===== src/logic/dataMem_macros.svh =====
`ifndef DATA_MEM_MACROS_SVH
`define DATA_MEM_MACROS_SVH

// the data RAM holds 2048 words of 32 bits behind these word address bits
`define DATA_ADDR_BITS 11

// CPU byte addresses carry the two lane bits below the word address
`define BYTE_ADDR_BITS (`DATA_ADDR_BITS + 2)

// width of the word count of one fill run
`define FILL_COUNT_BITS 8

`endif


===== src/logic/memBusPkg.sv =====
`default_nettype none

`include "dataMem_macros.svh"

package memBusPkg;

   // RISC-V load and store flavours handled by the load/store unit
   typedef enum logic [2:0] {
      opLoadByte,
      opLoadByteU,
      opLoadHalf,
      opLoadHalfU,
      opLoadWord,
      opStoreByte,
      opStoreHalf,
      opStoreWord
   } memOp_t;

   // one access on the shared RAM bus
   typedef struct packed {
      logic [`DATA_ADDR_BITS-1:0] wordAddr;
      logic                       writeEn;
      logic [3:0]                 byteMask;   // lanes touched by a write
      logic [31:0]                writeData;  // low-aligned data that the RAM steers into lanes
   } busCmd_t;

   typedef struct packed {
      memOp_t                     op;
      logic [`BYTE_ADDR_BITS-1:0] byteAddr;
      logic [31:0]                storeData;
   } lsuReq_t;

   typedef struct packed {
      logic [`DATA_ADDR_BITS-1:0]  baseWord;
      logic [`FILL_COUNT_BITS-1:0] wordCount;
      logic [31:0]                 pattern;
   } fillReq_t;

   typedef enum logic {
      fillIdle,
      fillRun
   } fillState_t;

endpackage

`default_nettype wire


===== src/logic/memFillEngine.sv =====
`timescale 1ns/100ps
`default_nettype none

`include "dataMem_macros.svh"

module memFillEngine
   import memBusPkg::*;
   (
      input  wire logic     clk,
      input  wire logic     arstN,
      input  wire logic     start,
      input  wire fillReq_t req,
      input  wire logic     grant,
      output logic          busReq,
      output busCmd_t       cmd,
      output logic          busy,
      output logic          done
   );

   localparam int addrBits  = `DATA_ADDR_BITS;
   localparam int countBits = `FILL_COUNT_BITS;

   fillState_t           state;
   fillReq_t             reqReg;
   logic [countBits-1:0] index;    // word of the run currently offered
   logic                 lastWord;

   assign busy     = (state == fillRun);
   assign busReq   = busy && (index != reqReg.wordCount);   // low for an empty run
   assign lastWord = (index == reqReg.wordCount - countBits'(1));

   always_ff @(posedge clk or negedge arstN) begin
      if (!arstN) begin
         state <= fillIdle;
         index <= '0;
         done  <= 1'b0;
      end else begin
         done <= 1'b0;
         case (state)
            fillIdle: begin
               if (start) begin
                  state <= fillRun;
                  index <= '0;
               end
            end
            fillRun: begin
               if (!busReq) begin        // zero count finishes one cycle after start
                  state <= fillIdle;
                  done  <= 1'b1;
               end else if (grant) begin
                  if (lastWord) begin
                     state <= fillIdle;
                     done  <= 1'b1;
                  end else begin
                     index <= index + countBits'(1);
                  end
               end
            end
            default: state <= fillIdle;
         endcase
      end
   end

   always_ff @(posedge clk) begin
      if (start && state == fillIdle) reqReg <= req;
   end

   assign cmd.wordAddr  = reqReg.baseWord + addrBits'(index);
   assign cmd.writeEn   = 1'b1;
   assign cmd.byteMask  = 4'b1111;
   assign cmd.writeData = reqReg.pattern + 32'(index);

endmodule

`default_nettype wire


===== config.mk =====
export PLATFORM = sky130hd
export DESIGN_NAME = memFillEngine
export DESIGN_NICKNAME = d
export VERILOG_FILES = /design/src/logic/memBusPkg.sv /design/src/logic/memFillEngine.sv
export VERILOG_INCLUDE_DIRS = /design/src /design/src/logic
export SDC_FILE = /design/constraint.sdc
export NUM_CORES = 1
export LEC_CHECK = 0
export BUFFER_PORTS_ARGS = -buffer_cell sky130_fd_sc_hd__buf_2
export CAP_MARGIN = 10
export CELL_PAD_IN_SITES_DETAIL_PLACEMENT = 1
export CELL_PAD_IN_SITES_GLOBAL_PLACEMENT = 1
export CORE_MARGIN = 3
export CORE_UTILIZATION = 39
export DETAILED_ROUTE_END_ITERATION = 8
export MAX_ROUTING_LAYER = met4
export PLACE_DENSITY = 0.78
export SLEW_MARGIN = 0
export SYNTH_ARGS = -nofsm -noshare
export SYNTH_HDL_FRONTEND = slang
export SYNTH_SLANG_ARGS = --single-unit

===== constraint.sdc =====
create_clock -name clk -period 4.25 [get_ports clk]
set_input_delay 0.2125 -clock clk [delete_from_list [all_inputs] [get_ports clk]]
set_output_delay 0.2125 -clock clk [all_outputs]
set_load 0.005 [all_outputs]

### Word-level counts from Yosys, hierarchy flattened

Index checks and enable logic that the tools add are counted.
Widths: inputs -> output; s select.

| cells by class | value |
|---|---|
| equality and inequality tests | 6 |
| bitwise logic cells | 1 |
| shifts and indexed selects | 0 |
| reduce and logical (&&, ||, !) cells | 3 |
| div/mod/pow operators | 0 |
| add/subtract/negate cells | 4 |
| muxes and demuxes | 14 |
| order comparisons | 0 |
| multipliers | 0 |

Operator list:

| kind | count |
|---|---|
| $add 32x8->32 | 1 |
| $mux 8 | 4 |
| $pmux 8 s2 | 1 |
| $add 11x8->11 | 1 |
| $add 8x1->8 const B | 1 |
| $eq 8x8->1 | 1 |
| $mux 1 | 8 |
| $ne 2x2->1 const B | 4 |
| $ne 8x8->1 | 1 |
| $sub 8x1->8 const B | 1 |
| $reduce_and 4->1 | 1 |
| $logic_and 1x1->1 | 2 |
| $pmux 1 s2 | 1 |
| $not 1->1 | 1 |

| storage, ports and cells | value |
|---|---|
| bits in latches | 0 |
| output and inout bits | 51 |
| word-level logic and storage cells | 34 |
| bits in read-only memories | 0 |
| flip-flop bits (word level) | 61 |
| memory bits (writable) | 0 |
| memories kept | 0 |

### Longest topological paths before layout

| logic depth | value |
|---|---|
| depth after elaboration | 6 |
| gate-level depth with buffers | 9 |
| mapped depth without buffers | 9 |

### Worst setup path after synthesis

Ideal clock, no wire load.

| timing path | value |
|---|---|
| path kind | reg-to-output |
| start point | register index[0] |
| end point | output cmd[47] in the netlist's numbering |
| buffers on the path | 0 |
| required time | 4.038 ns |
| slack | 1.911 ns |
| stages on the path, launching flop included | 10 |
| arrival time | 2.126 ns |
| cell sequence | dfrtp_1 -> ha_1 -> inv_1 -> fa_1 -> nor2b_1 -> o21ai_0 -> a21boi_0 -> o311ai_0 -> a211oi_1 -> xor2_1 |

RTL lines:

| element | line | source |
|---|---|---|
| start, declared | memFillEngine.sv:25 | `logic [countBits-1:0] index;` |
| start signal, assigned | memFillEngine.sv:55 | `index <= index + countBits'(1);` |
| end, declared | memFillEngine.sv:15 | `output busCmd_t cmd,` |

==> impl_metrics.ini <==
[cells_and_area]
area_delta_synth_final_pct = 22.5
layout_common_cells = buf_2 (100), edfxtp_1 (51), xnor2_1 (35), nand2_1 (34), nor2_1 (22)
multi_input_area_um2 = 1620
layout_commonest_cell = buf_2
final_util_pct = 50.6
fillCellCount = 960
fin_nets = 495
final_cells = 531
drive_gt1_share_pct = 29.2
regArea_um2 = 1780

[cts]
root_buffer = clkbuf_8
clk_latency_ps = 320
htreeDepth = 3
clock_path_buffers = 2
clk_pin_slew_ps = 70
cts_buffers = 9
cts_tree = built
clkSinkCount = 61

[timing]
hold_viol_final = 0
min_period_ps = 3160
max_freq_mhz = 317
setup_viol = 0
clock_skew_ps = 6.23
finalMaxSlewViolations = 0
max_slew_margin_pct = 29.4
fin_ws_ps = 1090
rsz0062_at_grt = false
setup_tns_ps = 0
fin_crit_sh_pct = 74.3
tightest_slew_ps = 1060

[worst_setup_path]
crit_buf_inv = 1
crit_path_start = index[0]
critical-path-slowest-cell = a211oi_1
endpoint = cmd[14]
cp-start-kind = register
r2r-end = index[0]
critPathMaxStageDelay_ps = 540
timing.rr.start = index[6]
cp-end-kind = output port
crit_chain = ha_1 -> fa_1 -> a21oi_1 -> o21ai_0 -> a211oi_1 -> nor2b_1 -> nand2_1 -> xnor2_1 -> buf_2
worst-path-stages = 9
rrSetupSlack_ps = 2090
cp.required_ps = 4040
path_delay_family = compound AO/OA/AOI/OAI gates
critPathKind = reg2out
critPathArrivalTime_ps = 2940
cp_max_fo = 7
r2r_cells = 6

[outcome]
status = finished clean

[die]
die_y_um = 101
dieArea_um2 = 10100
core_area_um2 = 8460
rows = 33
ios = 106
start_util_pct = 41.3
dieWidth_um = 101

[route]
ant_nets = 0
drc = 0
post_drt_wl_per_cell_um = 15.4
vias = 2668
first_iter_violations = 43
dr.pass1.iters = 4
vias_per_cell = 5.02
finalWirelength_um = 8170

[yosys]
synth_cells = 311
syn_area_um2 = 3500
ys_async_sr_fraction_pct = 16.4
syn_avg_cell_area_um2 = 11.2
synthDistinctLibCells = 49
synthFlopType = edfxtp_1
ys_seq_area_share_pct = 51.0
yosysWarnings = 0
ys_seq_elements = 61
synth_edf_count = 51

[placed_design]
dp.cells = 513
finalWeightedCongestion = 0.845
post-place-ws_ps = 1420
dp_hpwl_um = 6430
port_buffers = 100

[power_and_ir_drop]
peakVddDrop_mv = 0.238
p_seq_share_pct = 41.2
p_per_area_nw_per_um2 = 472
p_switching_w = 0.000699
p_int_w = 0.00132
fin_total_pwr_w = 0.00202
switching_share_pct = 34.6
pwr-share-clk_pct = 22.2
p_leak_nw = 1.84
pwr-share-comb_pct = 36.6

[grt]
grt_antenna_before_repair = 1
grt_pass1_wl_um = 13000
grt_start_max_net_pins = 52
first_global_vias = 2766
track_usage_pct = 16.9
overflow = 0

[flow_run]
max-cap-violations = 0

[worst_hold_path]
min_path_type = in2reg
layer usage:
layer	GRT usage [%]	up-vias	wire length [µm]
met4	4.97	0	106
li1	-	1315	-
met2	29.0	77	4000
met5	-	-	0
met1	20.0	1266	3580
met3	3.67	10	485
Yosys cell counts, types with 3 or more instances:
library cell | n | area [µm²]
o21ai_1 | 5 | 25.0
edfxtp_1 | 51 | 1530
and3_1 | 4 | 25.0
nand2_1 | 34 | 128
a211oi_1 | 3 | 22.5
xor2_1 | 13 | 114
nand2b_1 | 3 | 18.8
buf_4 | 5 | 37.5
mux2i_1 | 8 | 80.1
xnor2_1 | 35 | 307
o21ai_0 | 7 | 35.0
nor2_1 | 22 | 82.6
inv_1 | 18 | 67.6
dfrtp_1 | 10 | 250
nor2b_1 | 3 | 18.8
nand3_1 | 11 | 55.1
a21oi_1 | 12 | 60.1
nor3_1 | 5 | 25.0
nand4_1 | 6 | 37.5
ha_1 | 18 | 225
final cells by class:
| type | instances | share of cell area (%) |
|---|---|---|
| Timing Repair Buffer | 101 | 11.9 |
| Sequential cell | 61 | 41.6 |
| Clock inverter | 2 | 0.234 |
| Tap cell | 105 | 3.07 |
| Antenna cell | 1 | 0.0584 |
| Inverter | 18 | 1.58 |
| Clock buffer | 14 | 3.80 |
| Multi-Input combinational cell | 229 | 37.7 |
power by group through the flow:
stage,clock [W],combinational (W),sequential (W)
floorplan,0,0.000484,0.000808
global placement,0,0.000726,0.000840
detailed placement,0,0.000748,0.000845
CTS,0.000465,0.000755,0.000833
global route,0.000499,0.000838,0.000842
finish,0.000449,0.000739,0.000832
worst reg2reg max path: stages (launching register included):
cell      delay [ps]
dfrtp_1          480
xnor2_1          290
nand2_1          100
o41ai_2          640
inv_1            210
o211ai_2         150
mux2i_1          210
through the flow:
step           hold WS [ps]  area, µm²
3_3_place_gp           92.2       4100
2_1_floorplan         -83.1       3510
5_1_grt                25.9       4280
6_report               53.5       4280
4_1_cts                35.1       4280
3_5_place_dp           87.8       4100
flip-flops by register name, summed over array words and instances (netlist names):
register  flops
reqReg       51
index         8
busy          1
done          1
worst min path at each step:
stage / start / end / slack (ps) / cells after the start
after floorplan: arstN / busy / -80 / 0
after global placement: arstN / index[2] / 90 / 1
after detailed placement: arstN / index[4] / 90 / 1
after CTS: req[44] / reqReg[44] / 40 / 1
after global routing: req[38] / reqReg[38] / 30 / 1
final: req[6] / reqReg[6] / 50 / 1
repair_timing:
item                                   4_1_cts  5_1_grt
buffers inserted                             0        0
gates resized for setup                      0        0
hold buffers                                 1        0
endpoints found under the hold margin       10        0
kinds of logic after synthesis:
logic type	count (synthesis)	share of synthesized area [%]
and+or+nand+nor	103	14.8
DFF	61	51.0
xor gates and xnor gates	48	12.0
AOI/OAI and AO/OA	45	9.02
buffers and inverters	25	3.22
adders and majority gates	20	7.59
muxes	8	2.29
other	1	0.107
Power figures use the tool's default switching activity.
