File: config.mk
export PLATFORM = sky130hd
export DESIGN_NAME = busArbiter
export DESIGN_NICKNAME = d
export VERILOG_FILES = /design/src/logic/memBusPkg.sv /design/src/logic/busArbiter.sv
export VERILOG_INCLUDE_DIRS = /design/src /design/src/logic
export SDC_FILE = /design/constraint.sdc
export NUM_CORES = 1
export LEC_CHECK = 0
export ABC_AREA = 1
export BUFFER_PORTS_ARGS = -buffer_cell sky130_fd_sc_hd__clkbuf_2
export CAP_MARGIN = 20
export CELL_PAD_IN_SITES_DETAIL_PLACEMENT = 1
export CELL_PAD_IN_SITES_GLOBAL_PLACEMENT = 2
export CORE_MARGIN = 2
export CORE_UTILIZATION = 10
export DETAILED_ROUTE_END_ITERATION = 8
export PLACE_DENSITY_LB_ADDON = 0.3
export SYNTH_ARGS = -nofsm -noshare
export SYNTH_HDL_FRONTEND = slang
export SYNTH_SLANG_ARGS = --single-unit
File: constraint.sdc
create_clock -name clk -period 0.95 [get_ports clk]
set_input_delay 0.0475 -clock clk [delete_from_list [all_inputs] [get_ports clk]]
set_output_delay 0.0475 -clock clk [all_outputs]
set_load 0.02 [all_outputs]
File: src/logic/dataMem_macros.svh
`ifndef DATA_MEM_MACROS_SVH
`define DATA_MEM_MACROS_SVH

// the data RAM holds 2048 words of 32 bits behind these word address bits
`define DATA_ADDR_BITS 11

// CPU byte addresses carry the two lane bits below the word address
`define BYTE_ADDR_BITS (`DATA_ADDR_BITS + 2)

// width of the word count of one fill run
`define FILL_COUNT_BITS 8

`endif

File: src/logic/memBusPkg.sv
`default_nettype none

`include "dataMem_macros.svh"

package memBusPkg;

   // RISC-V load and store flavours handled by the load/store unit
   typedef enum logic [2:0] {
      opLoadByte,
      opLoadByteU,
      opLoadHalf,
      opLoadHalfU,
      opLoadWord,
      opStoreByte,
      opStoreHalf,
      opStoreWord
   } memOp_t;

   // one access on the shared RAM bus
   typedef struct packed {
      logic [`DATA_ADDR_BITS-1:0] wordAddr;
      logic                       writeEn;
      logic [3:0]                 byteMask;   // lanes touched by a write
      logic [31:0]                writeData;  // low-aligned data that the RAM steers into lanes
   } busCmd_t;

   typedef struct packed {
      memOp_t                     op;
      logic [`BYTE_ADDR_BITS-1:0] byteAddr;
      logic [31:0]                storeData;
   } lsuReq_t;

   typedef struct packed {
      logic [`DATA_ADDR_BITS-1:0]  baseWord;
      logic [`FILL_COUNT_BITS-1:0] wordCount;
      logic [31:0]                 pattern;
   } fillReq_t;

   typedef enum logic {
      fillIdle,
      fillRun
   } fillState_t;

endpackage

`default_nettype wire

File: src/logic/busArbiter.sv
`timescale 1ns/100ps
`default_nettype none

module busArbiter
   import memBusPkg::*;
   (
      input  wire logic    clk,
      input  wire logic    arstN,
      input  wire logic    lsuReq,
      input  wire busCmd_t lsuCmd,
      input  wire logic    fillReq,
      input  wire busCmd_t fillCmd,
      output logic         lsuGrant,
      output logic         fillGrant,
      output busCmd_t      ramCmd
   );

   logic lastFill;   // set when the fill engine had the bus last

   // a lone requester wins at once and a tie goes to whoever waited last time
   always_comb begin
      lsuGrant  = 1'b0;
      fillGrant = 1'b0;
      if (lsuReq && fillReq) begin
         if (lastFill) begin
            lsuGrant = 1'b1;
         end else begin
            fillGrant = 1'b1;
         end
      end else begin
         lsuGrant  = lsuReq;
         fillGrant = fillReq;
      end
   end

   // out of reset the pointer says fill went last, so the LSU wins the first tie
   always_ff @(posedge clk or negedge arstN) begin
      if (!arstN) begin
         lastFill <= 1'b1;
      end else if (lsuGrant) begin
         lastFill <= 1'b0;
      end else if (fillGrant) begin
         lastFill <= 1'b1;
      end
   end

   always_comb begin
      if (lsuGrant) begin
         ramCmd = lsuCmd;
      end else if (fillGrant) begin
         ramCmd = fillCmd;
      end else begin
         ramCmd = '0;   // idle cycle is a read of word 0 with nothing written
      end
   end

endmodule

`default_nettype wire

; ---- Yosys cells after proc, flatten, opt, wreduce, memory -nomap -nowiden
; Cells that the tools add are included.
[totals]
elab_cells = 11
input_bits = 100
reg_bits = 1
[op_classes]
n_mux = 8
reduce_logical = 2
[ops]
columns = op, count
row1 = 48-bit 2-to-1 mux, 2
row2 = 1-bit 2-to-1 mux, 6
row3 = 2-bit nonzero test, 1
row4 = 1-bit logical AND, 1

; ---- Longest topological paths before layout
; Gate-level depths: netlist of the first run.
[logic_depth]
depth_word = 4
ltp_mapped = 6
depth_no_buf = 4

; ---- Worst setup path after synthesis of the first run
; Ideal clock, no wire load.
[synth_path]
kind = register to output
startpoint = reg lastFill
endpoint = out ramCmd[38] (netlist name)
path_buffers = 2
path_stages_with_launch = 7
arrival_time_ps = 1146
slack_ps = -243
path_cell_list = dfstp_2 inv_2 nand2_2 buf_4 buf_4 nand3_1 nand2_1
[synth_lines]
columns = item, line
row1 = from (decl), busArbiter.sv:18  ; logic lastFill;
row2 = from (signal assigned), busArbiter.sv:39  ; lastFill <= 1'b1;
row3 = from (signal assigned), busArbiter.sv:41  ; lastFill <= 1'b0;
row4 = from (signal assigned), busArbiter.sv:43  ; lastFill <= 1'b1;
row5 = to (decl), busArbiter.sv:15  ; output busCmd_t ramCmd

==> results of run 1 <==
==> final timing paths <==
| path | from | end | slack (ns) | cells past startpoint |
|---|---|---|---|---|
| min | lsuCmd[33] | ramCmd[33] | 0.41 | 4 |
| max | lastFill | ramCmd[26] | -0.26 | 6 |
| max in group asynchronous | arstN | lastFill | 0.39 | 2 |
| max reg2reg | lastFill | lastFill | -0.04 | 4 |
| min in group asynchronous | arstN | lastFill | 0.54 | 2 |
| min reg2reg | lastFill | lastFill | 0.62 | 3 |
==> per-layer routing <==
layer  global-route usage, %  vias up  routed length (um)
met4                   0.476        0                  21
met1                    12.8      845                2110
met3                    2.19        2                 490
met2                    22.6       78                3160
met5                       0        -                   0
li1                        -      879                   -
==> final cells by class <==
class	count	share of cell area (%)
repair buffers	163	56.4
multi-input cells	149	36.9
well taps	105	5.38
flip-flops and latches	1	1.08
inverters	1	0.256
==> cell families (layout without fill, tap and decap cells) <==
logic type,count (synthesis),count (layout),share of synthesized area (%)
AO/OA/AOI/OAI,2,2,1.49
buffers and inverters,23,164,14.6
flip-flops,1,1,3.13
AND/OR/NAND/NOR,147,147,80.8
==> repair_timing <==
item                                    CTS  global route
hold buffers                              1             0
cloned                                    1             1
endpoints found under the hold margin     1             0
resized for setup                        94            32
buffers inserted                          1             1
pin swaps                                 2             1
endpoints found under the setup margin   51            51
==> power by group <==
part           total, mW  switching (mW)  internal, mW
Clock                  0               0             0
Combinational       1.82           0.896         0.927
Sequential        0.0623         0.00772        0.0546
==> layout by cell type, fill, tap and decap left out, drive strengths merged <==
cell type and instances:
nand3 96, dfstp 1, and2 1, o21ai 1
a21boi 1, nand2 50, dlygate4sd3 1, inv 1
buf 26, clkbuf 136
==> metrics by stage <==
step | setup WS (ns) | hold slack (ns) | std cells | util, % | area [um2]
floorplan | -0.174 | -0.100 | 173 | - | 976
global placement | -0.304 | -0.0174 | 416 | 22.9 | 1870
detailed placement | -0.318 | -0.0143 | 416 | 22.9 | 1870
CTS | -0.282 | 0.441 | 418 | 28.4 | 2320
global route | -0.326 | 0.433 | 419 | 29.9 | 2440
finish | -0.259 | 0.415 | 419 | 29.9 | 2440
==> worst max-delay path, cell delays in order (launching register included) <==
cell       delay (ns)
dfstp_2          0.54
inv_4            0.05
nand2_8          0.10
clkbuf_16        0.17
nand3_1          0.08
nand2_2          0.07
clkbuf_8         0.14
==> flow_summary.toml, run 1 <==
[clock_tree]
clock_latency_ns = 0
clk_pin_slew_worst_paths_ns = 0

[timing]
tightestPinTransition_ns = 0.257
fin_ws_ns = -0.259
maxSlewHeadroom_pct = 82.8
hold_viol = 0
fin_tns_setup_ns = -11.48
setup_viol_count_final = 51
finalCritPeriodShare_pct = 127
rsz0062_at_grt = "yes"
fmaxAchievable_ghz = 0.827
fin_crit_ns = 1.21
slew_viol_final = 0
skew_ns = 0

[synth]
netlist-cell-type-count = 13
ys.flop_type = "dfstp_2"
avgSynthCellArea_um2 = 4.86
yosysWarnings = 0
yosys.cell_count.top_type = "nand3_1"
netlist_top_cells_count = "96 x nand3_1, 48 x nand2_1, 14 x buf_2, 3 x buf_4, 3 x clkbuf_1"
async_flop_share_pct = 100
synth_area_leader_cell = "nand3_1"
synth_enable_flop_cells = 0
synthesis.area_um2 = 841
synth_top_area_share_pct = 57.1
ys_seq_area_share_pct = 3.13
synthTopCellsByArea = "nand3_1 57%, nand2_1 21%, buf_2 8.3%, dfstp_2 3.1%, buf_4 2.7%"
synth_seq_cells = 1
postSynthNetCount = 273
postSynthCellCount = 173

[cells_and_area]
antenna_cells = 0
largest_register_ffs = 1
drive_gt1_share_pct = 73.2
nets = 416
top_register = "lastFill"
seqCellArea_um2 = 26.3
fillers = 1039
reg.largest.list = "lastFill x1"
multi_input_area_um2 = 902
syn_to_final_growth_pct = 191

[detailed_routing]
drtAntennaViolNets = 0
vias_per_cell = 4.31
first_pass_iters = 4
drc_errors = 0
drt_iter0_drc = 27
routed_wirelength_um = 5780
routedWlPerCell_um = 13.8
vias = 1804

[flow_run]
max-cap-violations = 0

[power]
powerDensity_mw_per_mm2 = 772
p_leak_nw = 1.31
total_power_mw = 1.89
ir_worst_vdd_mv = 0.273

[die]
pin_count = 150
core_area_mm2 = 0.00818
die_h_um = 95.7
die_x_um = 95.7
die-area_mm2 = 0.00916
start_util_pct = 10.3
rows = 33

[worst_setup_path]
crit_arrival_ns = 1.16
startpoint_type = "flip-flop"
cp_max_fo = 11
required_ns = 0.90
cp-end-kind = "output pin"
critPathKind = "reg -> out"

[outcome]
status = "finished with violations"
violations = "setup timing"

[grt]
grt_pass1_vias = 1848
overflow = 0
grt_max_degree = 31
antenna_found_initial = 0
grt_usage_pct = 11.3
grt_pass1_wl_um = 8500

[place]
hpwl_um = 4190
gp_congestion = 0.649
port_buffers = 149

[hold_path]
hp-class = "in -> out"
(Power assumes the default switching activity.)
==> inputs of run 2 (changes only) <==
==> constraint.sdc (replaced) <==
create_clock -name clk -period 0.95 [get_ports clk]
set_input_delay 0.095 -clock clk [delete_from_list [all_inputs] [get_ports clk]]
set_output_delay 0.095 -clock clk [all_outputs]
set_load 0.02 [all_outputs]
==> run 2 against run 1 <==
  * The run still ends with setup timing left
  * Via count is 1.1% higher
  * Critical path depth unchanged
  * Maximum frequency fell by 4.7%
  * First-iteration DRC count is 33% lower
  * Setup slack got worse by 0.059 ns
  * Sequential share of layout area about the same
  * Clock skew stayed put
  * Die area unchanged
  * Combinational power is 3% higher
  * Register-to-register slack worse by 0.03 ns
  * Sequential cell count did not move
  * Critical endpoint is now ramCmd[22]
  * Highest routed layer unchanged
==> flow_summary.toml, run 2 (synthesized netlist as in run 1, its figures left out) <==
[outcome]
status = "finished with violations"
violations = "setup timing"

[clock_tree]
clock_latency_ns = 0
clk_pin_slew_worst_paths_ns = 0
cts_hold_buffers = 0

[timing]
fmaxAchievable_ghz = 0.789
finalCritPeriodShare_pct = 133
hold-worst-slack_ns = 0.0314
rsz0062_at_grt = "yes"
skew_ns = 0
setup_viol_count_final = 51
slew_viol_final = 0
maxSlewHeadroom_pct = 81.7
fin_ws_ns = -0.318
tightestPinTransition_ns = 0.275
fin_crit_ns = 1.27
hold_viol = 0

[die]
rows = 33
pin_count = 150
die_h_um = 95.7
core_area_mm2 = 0.00818
start_util_pct = 10.3
die_x_um = 95.7
die-area_mm2 = 0.00916

[cells_and_area]
antenna_cells = 0
final_cells = 426
top_register = "lastFill"
utilization_pct = 30.5
syn_to_final_growth_pct = 197
layout_commonest_cell = "clkbuf_2"
largest_register_ffs = 1
drive_gt1_share_pct = 73.5
layout_common_cells = "100 x clkbuf_2, 84 x nand3_1, 49 x nand2_2"
fillers = 1024
reg.largest.list = "lastFill x1"
nets = 423

[flow_run]
max-cap-violations = 0

[place]
port_buffers = 149
dp_cells = 419
gp_congestion = 0.709
hpwl_um = 4420

[grt]
grt_pass1_wl_um = 8410
overflow = 0
antenna_found_initial = 0
grt_max_degree = 25
grt_pass1_vias = 1781
grt_usage_pct = 11.2

[detailed_routing]
drtAntennaViolNets = 0
vias_per_cell = 4.28
first_pass_iters = 4
vias = 1824
drt_iter0_drc = 18
routedWlPerCell_um = 14.4
routed_wirelength_um = 6130
drc_errors = 0

[worst_setup_path]
critPathKind = "reg -> out"
cp_max_fo = 5
required_ns = 0.85
crit_arrival_ns = 1.17
startpoint_type = "flip-flop"
cp-end-kind = "output pin"

[power]
powerDensity_mw_per_mm2 = 780
total_power_mw = 1.94
p_leak_nw = 1.34
ir_worst_vdd_mv = 0.245

[hold_path]
hp-class = "in -> async"
==> run 2: cell type report <==
class	instances	area (um2)	share of cell area, %
Timing Repair Buffer	169	1420	56.9
Multi-Input combinational cell	150	911	36.5
Tap cell	105	131	5.27
Sequential cell	1	26.3	1.05
Inverter	1	6.26	0.251
==> run 2: timing repair <==
| item | in CTS | in global routing |
|---|---|---|
| setup buffers | 1 | 0 |
| endpoints found under the setup margin | 51 | 51 |
| gates resized for setup | 96 | 27 |
| cloned | 1 | 6 |
| pin swaps | 3 | 4 |
==> run 2: per-stage QoR <==
stage               cell area [um2]  TNS [ns]  worst slack (ns)
detailed placement             1880    -16.52            -0.397
floorplan                       980     -7.95            -0.222
global placement               1880    -15.79            -0.358
finish                         2490    -14.26            -0.318
CTS                            2300    -14.48            -0.324
global route                   2490    -17.06            -0.369
==> run 2: final timing paths <==
kind	slack [ns]	start	to	depth (start not counted)
min	0.03	arstN	lastFill	1
max	-0.32	lastFill	ramCmd[22]	6
min in group clk	0.51	lsuCmd[26]	ramCmd[26]	4
min reg2reg	0.66	lastFill	lastFill	3
max in group asynchronous	0.90	arstN	lastFill	1
max reg2reg	-0.07	lastFill	lastFill	4
==> run 2: where the power goes <==
group / internal [mW] / switching (mW)
logic: 0.958 / 0.924
clock network: 0 / 0
registers: 0.0546 / 0.00766
total: 1.01 / 0.932
==> run 2: worst max-delay path: stages (launching register included) <==
cell and delay [ns]:
dfstp_2 0.54, inv_4 0.06, nand2_4 0.12, clkbuf_16 0.16, nand3_1 0.07, nand2_2 0.08
clkbuf_8 0.14
==> run 2: routing by layer <==
metal  share of wire [%]  routed length (um)  track usage [%]
met1                  40                2470             13.7
met2                  51                3150             21.4
met3                 7.9                 486             1.57
met4                0.44                  27            0.476
met5                   0                   0                0
