==> src/logic/dataMem_macros.svh <==
`ifndef DATA_MEM_MACROS_SVH
`define DATA_MEM_MACROS_SVH

// the data RAM holds 2048 words of 32 bits behind these word address bits
`define DATA_ADDR_BITS 11

// CPU byte addresses carry the two lane bits below the word address
`define BYTE_ADDR_BITS (`DATA_ADDR_BITS + 2)

// width of the word count of one fill run
`define FILL_COUNT_BITS 8

`endif

==> src/logic/memBusPkg.sv <==
`default_nettype none

`include "dataMem_macros.svh"

package memBusPkg;

   // RISC-V load and store flavours handled by the load/store unit
   typedef enum logic [2:0] {
      opLoadByte,
      opLoadByteU,
      opLoadHalf,
      opLoadHalfU,
      opLoadWord,
      opStoreByte,
      opStoreHalf,
      opStoreWord
   } memOp_t;

   // one access on the shared RAM bus
   typedef struct packed {
      logic [`DATA_ADDR_BITS-1:0] wordAddr;
      logic                       writeEn;
      logic [3:0]                 byteMask;   // lanes touched by a write
      logic [31:0]                writeData;  // low-aligned data that the RAM steers into lanes
   } busCmd_t;

   typedef struct packed {
      memOp_t                     op;
      logic [`BYTE_ADDR_BITS-1:0] byteAddr;
      logic [31:0]                storeData;
   } lsuReq_t;

   typedef struct packed {
      logic [`DATA_ADDR_BITS-1:0]  baseWord;
      logic [`FILL_COUNT_BITS-1:0] wordCount;
      logic [31:0]                 pattern;
   } fillReq_t;

   typedef enum logic {
      fillIdle,
      fillRun
   } fillState_t;

endpackage

`default_nettype wire

==> src/logic/loadExtract.sv <==
`timescale 1ns/100ps
`default_nettype none

module loadExtract
   import memBusPkg::*;
   (
      input  wire memOp_t      op,
      input  wire logic [1:0]  byteOffset,
      input  wire logic [31:0] readWord,
      output logic [31:0]      loadData
   );

   logic [31:0] shifted;
   logic [7:0]  selByte;
   logic [15:0] selHalf;

   // bring the addressed byte or halfword down to bit 0
   assign shifted = readWord >> {byteOffset, 3'b000};
   assign selByte = shifted[7:0];
   assign selHalf = shifted[15:0];

   always_comb begin
      case (op)
         opLoadByte: begin
            loadData = {{24{selByte[7]}}, selByte};
         end
         opLoadByteU: begin
            loadData = {24'd0, selByte};
         end
         opLoadHalf: begin
            loadData = {{16{selHalf[15]}}, selHalf};
         end
         opLoadHalfU: begin
            loadData = {16'd0, selHalf};
         end
         default: begin
            loadData = readWord;   // word loads, and stores where it is not used
         end
      endcase
   end

endmodule

`default_nettype wire

==> src/logic/loadStoreUnit.sv <==
`timescale 1ns/100ps
`default_nettype none

`include "dataMem_macros.svh"

module loadStoreUnit
   import memBusPkg::*;
   (
      input  wire logic        clk,
      input  wire logic        arstN,
      input  wire logic        start,
      input  wire lsuReq_t     req,
      input  wire logic        grant,
      input  wire logic [31:0] readWord,
      output logic             busReq,
      output busCmd_t          cmd,
      output logic             busy,
      output logic             done,
      output logic [31:0]      loadData
   );

   lsuReq_t     reqReg;
   busCmd_t     cmdReg;
   logic        issuePending;   // the command is built on the edge after the capture
   logic        readPending;    // the RAM has acted and its result is on readWord
   logic        isStore;
   logic [3:0]  laneMask;
   logic [31:0] extracted;

   always_comb begin
      isStore  = 1'b0;
      laneMask = 4'b1111;
      case (reqReg.op)
         opLoadByte, opLoadByteU: laneMask = 4'b0001 << reqReg.byteAddr[1:0];
         opLoadHalf, opLoadHalfU: laneMask = 4'b0011 << reqReg.byteAddr[1:0];
         opStoreByte: begin
            isStore  = 1'b1;
            laneMask = 4'b0001 << reqReg.byteAddr[1:0];
         end
         opStoreHalf: begin
            isStore  = 1'b1;
            laneMask = 4'b0011 << reqReg.byteAddr[1:0];
         end
         opStoreWord: isStore = 1'b1;
         default: laneMask = 4'b1111;
      endcase
   end

   always_ff @(posedge clk or negedge arstN) begin
      if (!arstN) begin
         busy         <= 1'b0;
         issuePending <= 1'b0;
         busReq       <= 1'b0;
         readPending  <= 1'b0;
         done         <= 1'b0;
      end else begin
         done <= 1'b0;
         if (start && !busy) begin   // a start while busy is dropped
            busy         <= 1'b1;
            issuePending <= 1'b1;
         end
         if (issuePending) begin
            issuePending <= 1'b0;
            busReq       <= 1'b1;
         end
         if (busReq && grant) begin
            busReq      <= 1'b0;
            readPending <= 1'b1;
         end
         if (readPending) begin
            readPending <= 1'b0;
            done        <= 1'b1;
            busy        <= 1'b0;
         end
      end
   end

   always_ff @(posedge clk) begin
      if (start && !busy) reqReg <= req;
      if (issuePending) begin
         cmdReg <= '{wordAddr:  reqReg.byteAddr[`BYTE_ADDR_BITS-1:2],
                     writeEn:   isStore,
                     byteMask:  laneMask,
                     writeData: reqReg.storeData};
      end
      if (readPending) loadData <= extracted;
   end

   assign cmd = cmdReg;   // held steady until the grant arrives

   loadExtract uExtract (
      .op         (reqReg.op),
      .byteOffset (reqReg.byteAddr[1:0]),
      .readWord   (readWord),
      .loadData   (extracted)
   );

endmodule

`default_nettype wire

==> config.mk <==
export PLATFORM = sky130hd
export DESIGN_NAME = loadStoreUnit
export DESIGN_NICKNAME = d
export VERILOG_FILES = /design/src/logic/memBusPkg.sv /design/src/logic/loadExtract.sv /design/src/logic/loadStoreUnit.sv
export VERILOG_INCLUDE_DIRS = /design/src /design/src/logic
export SDC_FILE = /design/constraint.sdc
export NUM_CORES = 1
export LEC_CHECK = 0
export BUFFER_PORTS_ARGS = -buffer_cell sky130_fd_sc_hd__buf_2
export CORE_MARGIN = 4
export CORE_UTILIZATION = 35
export DETAILED_ROUTE_END_ITERATION = 16
export HOLD_SLACK_MARGIN = 0.06
export PLACE_DENSITY_LB_ADDON = 0.08
export SETUP_SLACK_MARGIN = 0.5
export SYNTH_ARGS = -nofsm -noshare
export SYNTH_HDL_FRONTEND = slang
export SYNTH_SLANG_ARGS = --single-unit
==> constraint.sdc <==
create_clock -name clk -period 5.2 [get_ports clk]
set_clock_uncertainty 0.15 [all_clocks]
set_input_delay 0.52 -clock clk [delete_from_list [all_inputs] [get_ports clk]]
set_output_delay 0.52 -clock clk [all_outputs]
set_load 0.005 [all_outputs]
Word level (Yosys, flattened, before mapping)
Index checks and enable logic that the tools add are counted.
{ "totals": {"register_bits": 133, "in_bits": 84, "out_inout_bits": 83, "wordCells": 43} }
{ "op_classes": {"eq_ne": 6, "shift": 3, "mux": 12, "reduce_logical": 9} }
{ "op_table": {"columns": ["operator", "n"], "rows": [
  ["$pmux W32 S4", 1],
  ["$shr A32 B5 Y16", 1],
  ["$mux W1", 10],
  ["$eq A3 B3 Y1 const B", 3],
  ["$reduce_or A3 Y1", 3],
  ["$pmux W4 S2", 1],
  ["$eq A3 B2 Y1 const B", 2],
  ["$reduce_bool A2 Y1", 2],
  ["$shl A1 B2 Y4 const A", 1],
  ["$shl A2 B2 Y4 const A", 1],
  ["$eq A3 B1 Y1 const B", 1],
  ["$logic_not A3 Y1", 1],
  ["$logic_and A1 B1 Y1", 2],
  ["$logic_not A1 Y1", 1]
]} }

Logic depth before layout (Yosys ltp)
Gate-level depths: netlist of run 1.
{ "depth": {"word_depth": 4, "ltp_mapped": 6, "depth_no_buf": 4} }

By module
From an unflattened synthesis of run 1, not the netlist that was laid out.
{ "hier_totals": {"cells_unflattened": 279, "hier_area_um2": 4885.9} }
{ "by_module_without_submodules": {"columns": ["module", "instances", "cells_each", "area_each_um2", "seq_area_each_um2"], "rows": [
  ["loadStoreUnit", 1, 158, 4103.9, 3968.8],
  ["loadExtract", 1, 121, 782.0, 0.0]
]} }

Least setup slack after synthesis of run 1
No wires, ideal clock.
{ "synth_path": {"path_kind": "input to register", "from": "input port start", "to": "register reqReg[0] (netlist bit) (enable)", "setup_time_ps": 460, "t_arrival_ps": 2671, "required_time_ps": 4590, "setup_slack_ps": 1919, "path_stages": 1, "n_path_buf": 0, "cell_sequence": "nor2b_1"} }
{ "synth_via": {"elab_chain_len": 1} }
{ "synth_lines": {"columns": ["item", "line", "source"], "rows": [
  ["from (decl)", "loadStoreUnit.sv:11", "input wire logic start,"],
  ["$logic_and A1 B1 Y1", "loadStoreUnit.sv:79", "if (start && !busy) reqReg <= req;"],
  ["to (signal assigned)", "loadStoreUnit.sv:79", null],
  ["to (decl)", "loadStoreUnit.sv:22", "lsuReq_t reqReg;"]
]} }
No other way between the ends.
A chain may end at the register's enable or synchronous reset.

Final worst setup path of run 1
{ "layout_path": {"from": "register reqReg[32] (netlist bit)", "to": "register loadData[25], data pin"} }
{ "layout_via": {"elab_chain_len": 2} }
{ "layout_lines": {"columns": ["item", "line", "source"], "rows": [
  ["$shr A32 B5 Y16", "loadExtract.sv:18", "assign shifted = readWord >> {byteOffset, 3'b000};"],
  ["$pmux W32 S4", "loadExtract.sv:23", "case (op)"],
  ["net extracted[25]", "loadStoreUnit.sv:28", "logic [31:0] extracted;"],
  ["to (signal assigned)", "loadStoreUnit.sv:86", "if (readPending) loadData <= extracted;"],
  ["to (decl)", "loadStoreUnit.sv:19", "output logic [31:0] loadData"]
]} }
The timed path passes the listed nets, and every way through them passes these cells.

==> results.toml, run 1 <==
[yosys]
avgSynthCellArea_um2 = 16.89
synth_top_area_cell = "edfxtp_1"
yosysUniqueCellTypes = 25
ys_seq_area_share_pct = 81.88
syn_inst = 287
synth_top_area_share_pct = 79.30
ys_warn_count = 0
synth_fp_nets = 371
ys_ff_latch = 133
yosys-top-cells-area = "edfxtp_1 79%, nand2_1 4.4%, dfrtp_1 2.6%"
syn_area_um2 = 4847

[clocking]
cts.clk_slew.worst_paths_ps = 60
cts_tree = "done"
cts-root-buf = "clkbuf_16"
numCtsBuffers = 17
htreeDepth = 4
clockBufferDepth = 2
cts.sinks = 133
clk_latency_ps = 410

[sta]
max_slew.worst_pin.slew_ps = 1104
slew-limit-headroom_pct = 26.42
finalCritPeriodShare_pct = 51.36
finalHoldViolations = 0
slew_violations = 0
whs_ps = 126.8
rsz0062_at_grt = "false"
setup_tns_ps = 0
fmax_mhz = 374.4
period_minus_slack_ps = 2671
finalSetupViolations = 0

[worst_setup_path]
r2r_setup_slack_ps = 2530
worstPathRequired_ps = 5190
start_kind = "register"
critical_path_class = "reg2reg"
crit_fanout = 22
critPathArrivalTime_ps = 2660
end_kind = "register"
ff2ff_path_depth = 3

[route]
wl_per_cell_um = 16.76
via_per_inst = 4.520
dr.pass1.iters = 4
dr.first_iter.drc_count = 179
final_antenna_net_count = 0
finalWirelength_um = 10930
vias = 2947
drc = 0

[floorplan]
io_pins = 167
num_rows = 42
die_y_um = 125.7
die_area_um2 = 15800
start_util_pct = 36.17
coreArea_um2 = 13400
dieWidth_um = 125.7

[run_status]
status = "finished, final reports clean"

[hold_path]
hold_depth = 1
hold_class = "in2reg"

[power]
peakVddDrop_uv = 203.8
p_per_area_nw_per_um2 = 404.4
p_leak_nw = 2.616

[placement]
portBuffers = 166
hpwl_um = 7455
gp_congestion = 0.7701
post-place-cells = 619
postPlaceCellArea_um2 = 5858

[final_layout]
final_cell_mix = "166 x buf_2, 128 x edfxtp_1, 57 x nand2_1, 19 x o21ai_0, 17 x clkbuf_16"
nFillCells = 1218
design_area_um2 = 6456
seqCellArea_um2 = 3970
final_nets = 547
mostFrequentLayoutCell = "buf_2"
drive_above_1_share_pct = 43.79
finalNonFillerCells = 652
syn_to_final_growth_pct = 33.20
multi_input_area_um2 = 773.2

[grt]
grt_pass1_wl_um = 16500
track_usage_pct = 13.97
antenna_found_initial = 1
grt_pass1_vias = 3016
grt_overflow = 0
grt_max_degree = 50

[job]
cap_violations = 0
[routing by layer]
layer	wire length (um)	up-vias	global-route usage [%]	part of all wire [%]
li1	-	1427	-	-
met1	4383	1396	16.64	40
met2	5434	107	22.09	50
met3	912	17	5.843	8.3
met4	194	0	6.505	1.8
met5	0	-	0	0
[registers in the layout, summed over array words and instances (netlist names)]
| register | cells |
|---|---|
| busReq | 1 |
| loadData | 32 |
| cmd | 48 |
| busy | 1 |
| issuePending | 1 |
| readPending | 1 |
| reqReg | 48 |
| done | 1 |
[critical path: stages, from the launching register on]
cell	delay [ps]
edfxtp_1	990
mux4_2	680
o211ai_4	460
nand2_1	120
[cells in the mapped netlist, drive strengths merged]
cell type,count
o211ai,1
inv,11
a221o,1
o221ai,7
buf,6
o22ai,1
nand3,2
clkbuf,7
and2,3
mux4,1
edfxtp,128
a22oi,7
nor2b,3
a31oi,1
nand2,57
mux2,7
dfrtp,5
mux2i,10
o21bai,1
o21ai,19
nand2b,2
a21o,1
nor2,6
[repair_timing]
action | 4_1_cts | 5_1_grt
endpoints found under the hold margin | 5 | 0
hold buffers | 1 | 0
resized for setup | 0 | 0
setup buffers | 0 | 0
setup endpoints to repair | 0 | 0
[area by class of cell]
class	count	area share (%)
Antenna cell	1	0.03876
Clock buffer	17	6.589
Clock inverter	14	2.481
Inverter	11	0.6395
Multi-Input combinational cell	130	11.98
Sequential cell	133	61.49
Tap cell	176	3.411
Timing Repair Buffer	170	13.37
[path summary, 6_finish.rpt]
kind / startpoint / endpoint
max: reqReg[32] / loadData[25]
min: req[18] / reqReg[18]
max reg2reg: reqReg[32] / loadData[25]
min reg2reg: reqReg[1] / cmd[1]
max in group asynchronous: arstN / issuePending
min in group asynchronous: arstN / busReq
[cells by family (layout without fill, tap and decap cells)]
kind of cell | Yosys count | count (layout) | share of synthesized area [%]
buf+inv | 24 | 212 | 2.323
other cells | 0 | 1 | 0
mux | 18 | 18 | 4.156
compound gates | 39 | 39 | 5.524
simple gates | 73 | 73 | 6.118
flops | 133 | 133 | 81.88
[where the power goes]
group	leakage, nW	switching (mW)	internal [mW]
clock network	0.278	0.435	0.746
registers	1.23	0.0325	1.25
logic	1.11	0.0826	0.0684
total	2.62	0.550	2.06
[metrics by stage]
| stage | power, mW | utilization [%] | setup WS [ps] |
|---|---|---|---|
| floorplan | 1.359 | - | 1919 |
| CTS | 2.653 | 48.16 | 2505 |
| finish | 2.611 | 48.18 | 2529 |
| detailed placement | 1.455 | 43.72 | 2516 |
| global route | 2.720 | 48.18 | 2374 |
| global placement | 1.451 | 43.72 | 2614 |
(Power assumes the default switching activity.)
==> run 2: changes to the inputs <==
==> constraint.sdc (replaced) <==
create_clock -name clk -period 2.1 [get_ports clk]
set_clock_uncertainty 0.15 [all_clocks]
set_input_delay 0.21 -clock clk [delete_from_list [all_inputs] [get_ports clk]]
set_output_delay 0.21 -clock clk [all_outputs]
set_load 0.005 [all_outputs]
==> run 2 against run 1 <==
Flip-flop and latch count stayed put. Setup slack worse by 2300 ps. Routed wire length is 9.0% higher. Maximum frequency is 42% higher. Critical path type unchanged. Utilization is 7.4 points higher. Non-clock buffer count is 93 higher. Clock power is 140% higher. Largest cell class unchanged. Via count is 14% higher. Total power grew to 2.5 times the previous value. Largest power group unchanged. Final cell count is 14% higher. Global-route usage is 1.7 points higher.
==> results.toml, run 2 (synthesis results as in run 1) <==
[route]
via_per_inst = 4.518
dr.pass1.iters = 4
wl_per_cell_um = 16.03
final_antenna_net_count = 0
vias = 3357
dr.first_iter.drc_count = 165
finalWirelength_um = 11910
drc = 0

[clocking]
cts_tree = "done"
clk_latency_ps = 410
cts.clk_slew.worst_paths_ps = 60
clockBufferDepth = 2
cts.sinks = 133
htreeDepth = 4
cts-root-buf = "clkbuf_16"
numCtsBuffers = 17

[power]
p_per_area_nw_per_um2 = 878.9
p_leak_nw = 3.032
peakVddDrop_uv = 529.4

[sta]
setup_tns_ps = 0
finalHoldViolations = 0
slew-limit-headroom_pct = 67.38
finalSetupViolations = 0
finalWorstSetupSlack_ps = 217.9
rsz0062_at_grt = "true"
max_slew.worst_pin.slew_ps = 489.3
fmax_mhz = 531.3
finalCritPeriodShare_pct = 89.62
slew_violations = 0
period_minus_slack_ps = 1882

[worst_setup_path]
max_stage_delay_ps = 630
critical_path_class = "reg2reg"
critical_path.top_delay_family = "multiplexers"
start_kind = "register"
cp.depth = 3
end_kind = "register"
worstPathRequired_ps = 2090
path_cells = "mux4_2 -> o211ai_4 -> nand2_1"
cpMaxStageDelayCell = "mux4_2"
critical_path.startpoint = "reqReg[32]"
critPathArrivalTime_ps = 1870
crit_fanout = 8
worst-path-buf-inv = 0
cp-endpoint = "loadData[29]"
ff2ff_path_depth = 3
r2r-end = "loadData[29]"
r2r_setup_slack_ps = 220
rr_startpoint = "reqReg[32]"

[floorplan]
num_rows = 42
coreArea_um2 = 13400
dieWidth_um = 125.7
io_pins = 167
die_y_um = 125.7
die_area_um2 = 15800
start_util_pct = 36.17

[grt]
grt_pass1_vias = 3527
antenna_found_initial = 0
grt_max_degree = 50
grt_overflow = 0
grt_pass1_wl_um = 18740
track_usage_pct = 15.63

[final_layout]
final_nets = 641
final_util_pct = 55.57
final_cell_mix = "166 x buf_2, 128 x edfxtp_1, 83 x dlygate4sd3_1, 50 x nand2_1, 17 x clkbuf_16"
mostFrequentLayoutCell = "buf_2"
drive_above_1_share_pct = 40.64
finalNonFillerCells = 743
syn_to_final_growth_pct = 53.64

[job]
cap_violations = 0

[hold_path]
hold_class = "in2reg"

[placement]
portBuffers = 166
pre_cts_ws_ps = 134.1
gp_congestion = 0.7776
hpwl_um = 7650
post-place-cells = 625

[run_status]
status = "finished, final reports clean"
[run 2: cell count changes in the layout (fill, tap and decap cells not counted), moves of 2 or more]
cell / previous run / this run
buf_4: 3 / 10
buf_12: 0 / 3
inv_6: 2 / 0
nand2_1: 57 / 50
o21ai_1: 0 / 7
dlygate4sd3_1: 1 / 83
o21ai_0: 19 / 11
nand2_2: 0 / 7
[run 2: what timing repair did]
action	in CTS	in global routing
hold buffers	83	0
endpoints found under the hold margin	88	0
setup buffers	4	1
setup endpoints to repair	35	34
pin swaps	5	7
cloned	1	0
gates resized for setup	14	2
[run 2: metrics by stage]
step	hold slack, ps	power, mW	area, um^2
CTS	46.84	6.635	7432
floorplan	-235.6	3.366	4856
global route	68.44	6.815	7445
global placement	-122.6	3.615	5928
detailed placement	-119.3	3.622	5928
finish	78.83	6.545	7447
[run 2: cell type report]
| class | count | area, um^2 |
|---|---|---|
| diodes | 1 | 2.502 |
| multi-input cells | 131 | 840.8 |
| inverters | 11 | 41.29 |
| fillers | 1122 | 5953 |
| flip-flops and latches | 133 | 3970 |
| clock inverters | 11 | 138.9 |
| clock buffers | 17 | 425.4 |
| well taps | 176 | 220.2 |
| repair buffers | 263 | 1808 |
[run 2: where the power goes]
group / leakage [nW] / internal (mW) / switching, mW
registers: 1.23 / 3.08 / 0.0447
logic: 1.54 / 0.299 / 0.285
clock network: 0.267 / 1.82 / 1.01
[run 2: worst reg2reg max path: cells and delay by family (launching register included)]
kind / cells / cell delay [ps]
flops: 1 / 380
mux: 1 / 630
simple gates: 1 / 110
compound gates: 1 / 350
[run 2: worst min path at each step]
stage,start,end,slack (ps),cells past startpoint
after floorplan,arstN,busReq,-240,0
after global placement,arstN,done,-120,1
after detailed placement,arstN,busReq,-120,1
final,readWord[31],loadData[31],80,3
after global routing,readWord[31],loadData[31],70,3
after CTS,readWord[31],loadData[31],50,3
[run 2: per-layer routing]
| layer | global-route usage [%] | up-vias | wire [um] |
|---|---|---|---|
| met4 | 5.804 | 0 | 222 |
| met2 | 25.24 | 128 | 5952 |
| met5 | 0 | - | 0 |
| li1 | - | 1617 | - |
| met1 | 18.79 | 1594 | 4914 |
| met3 | 6.605 | 18 | 819 |
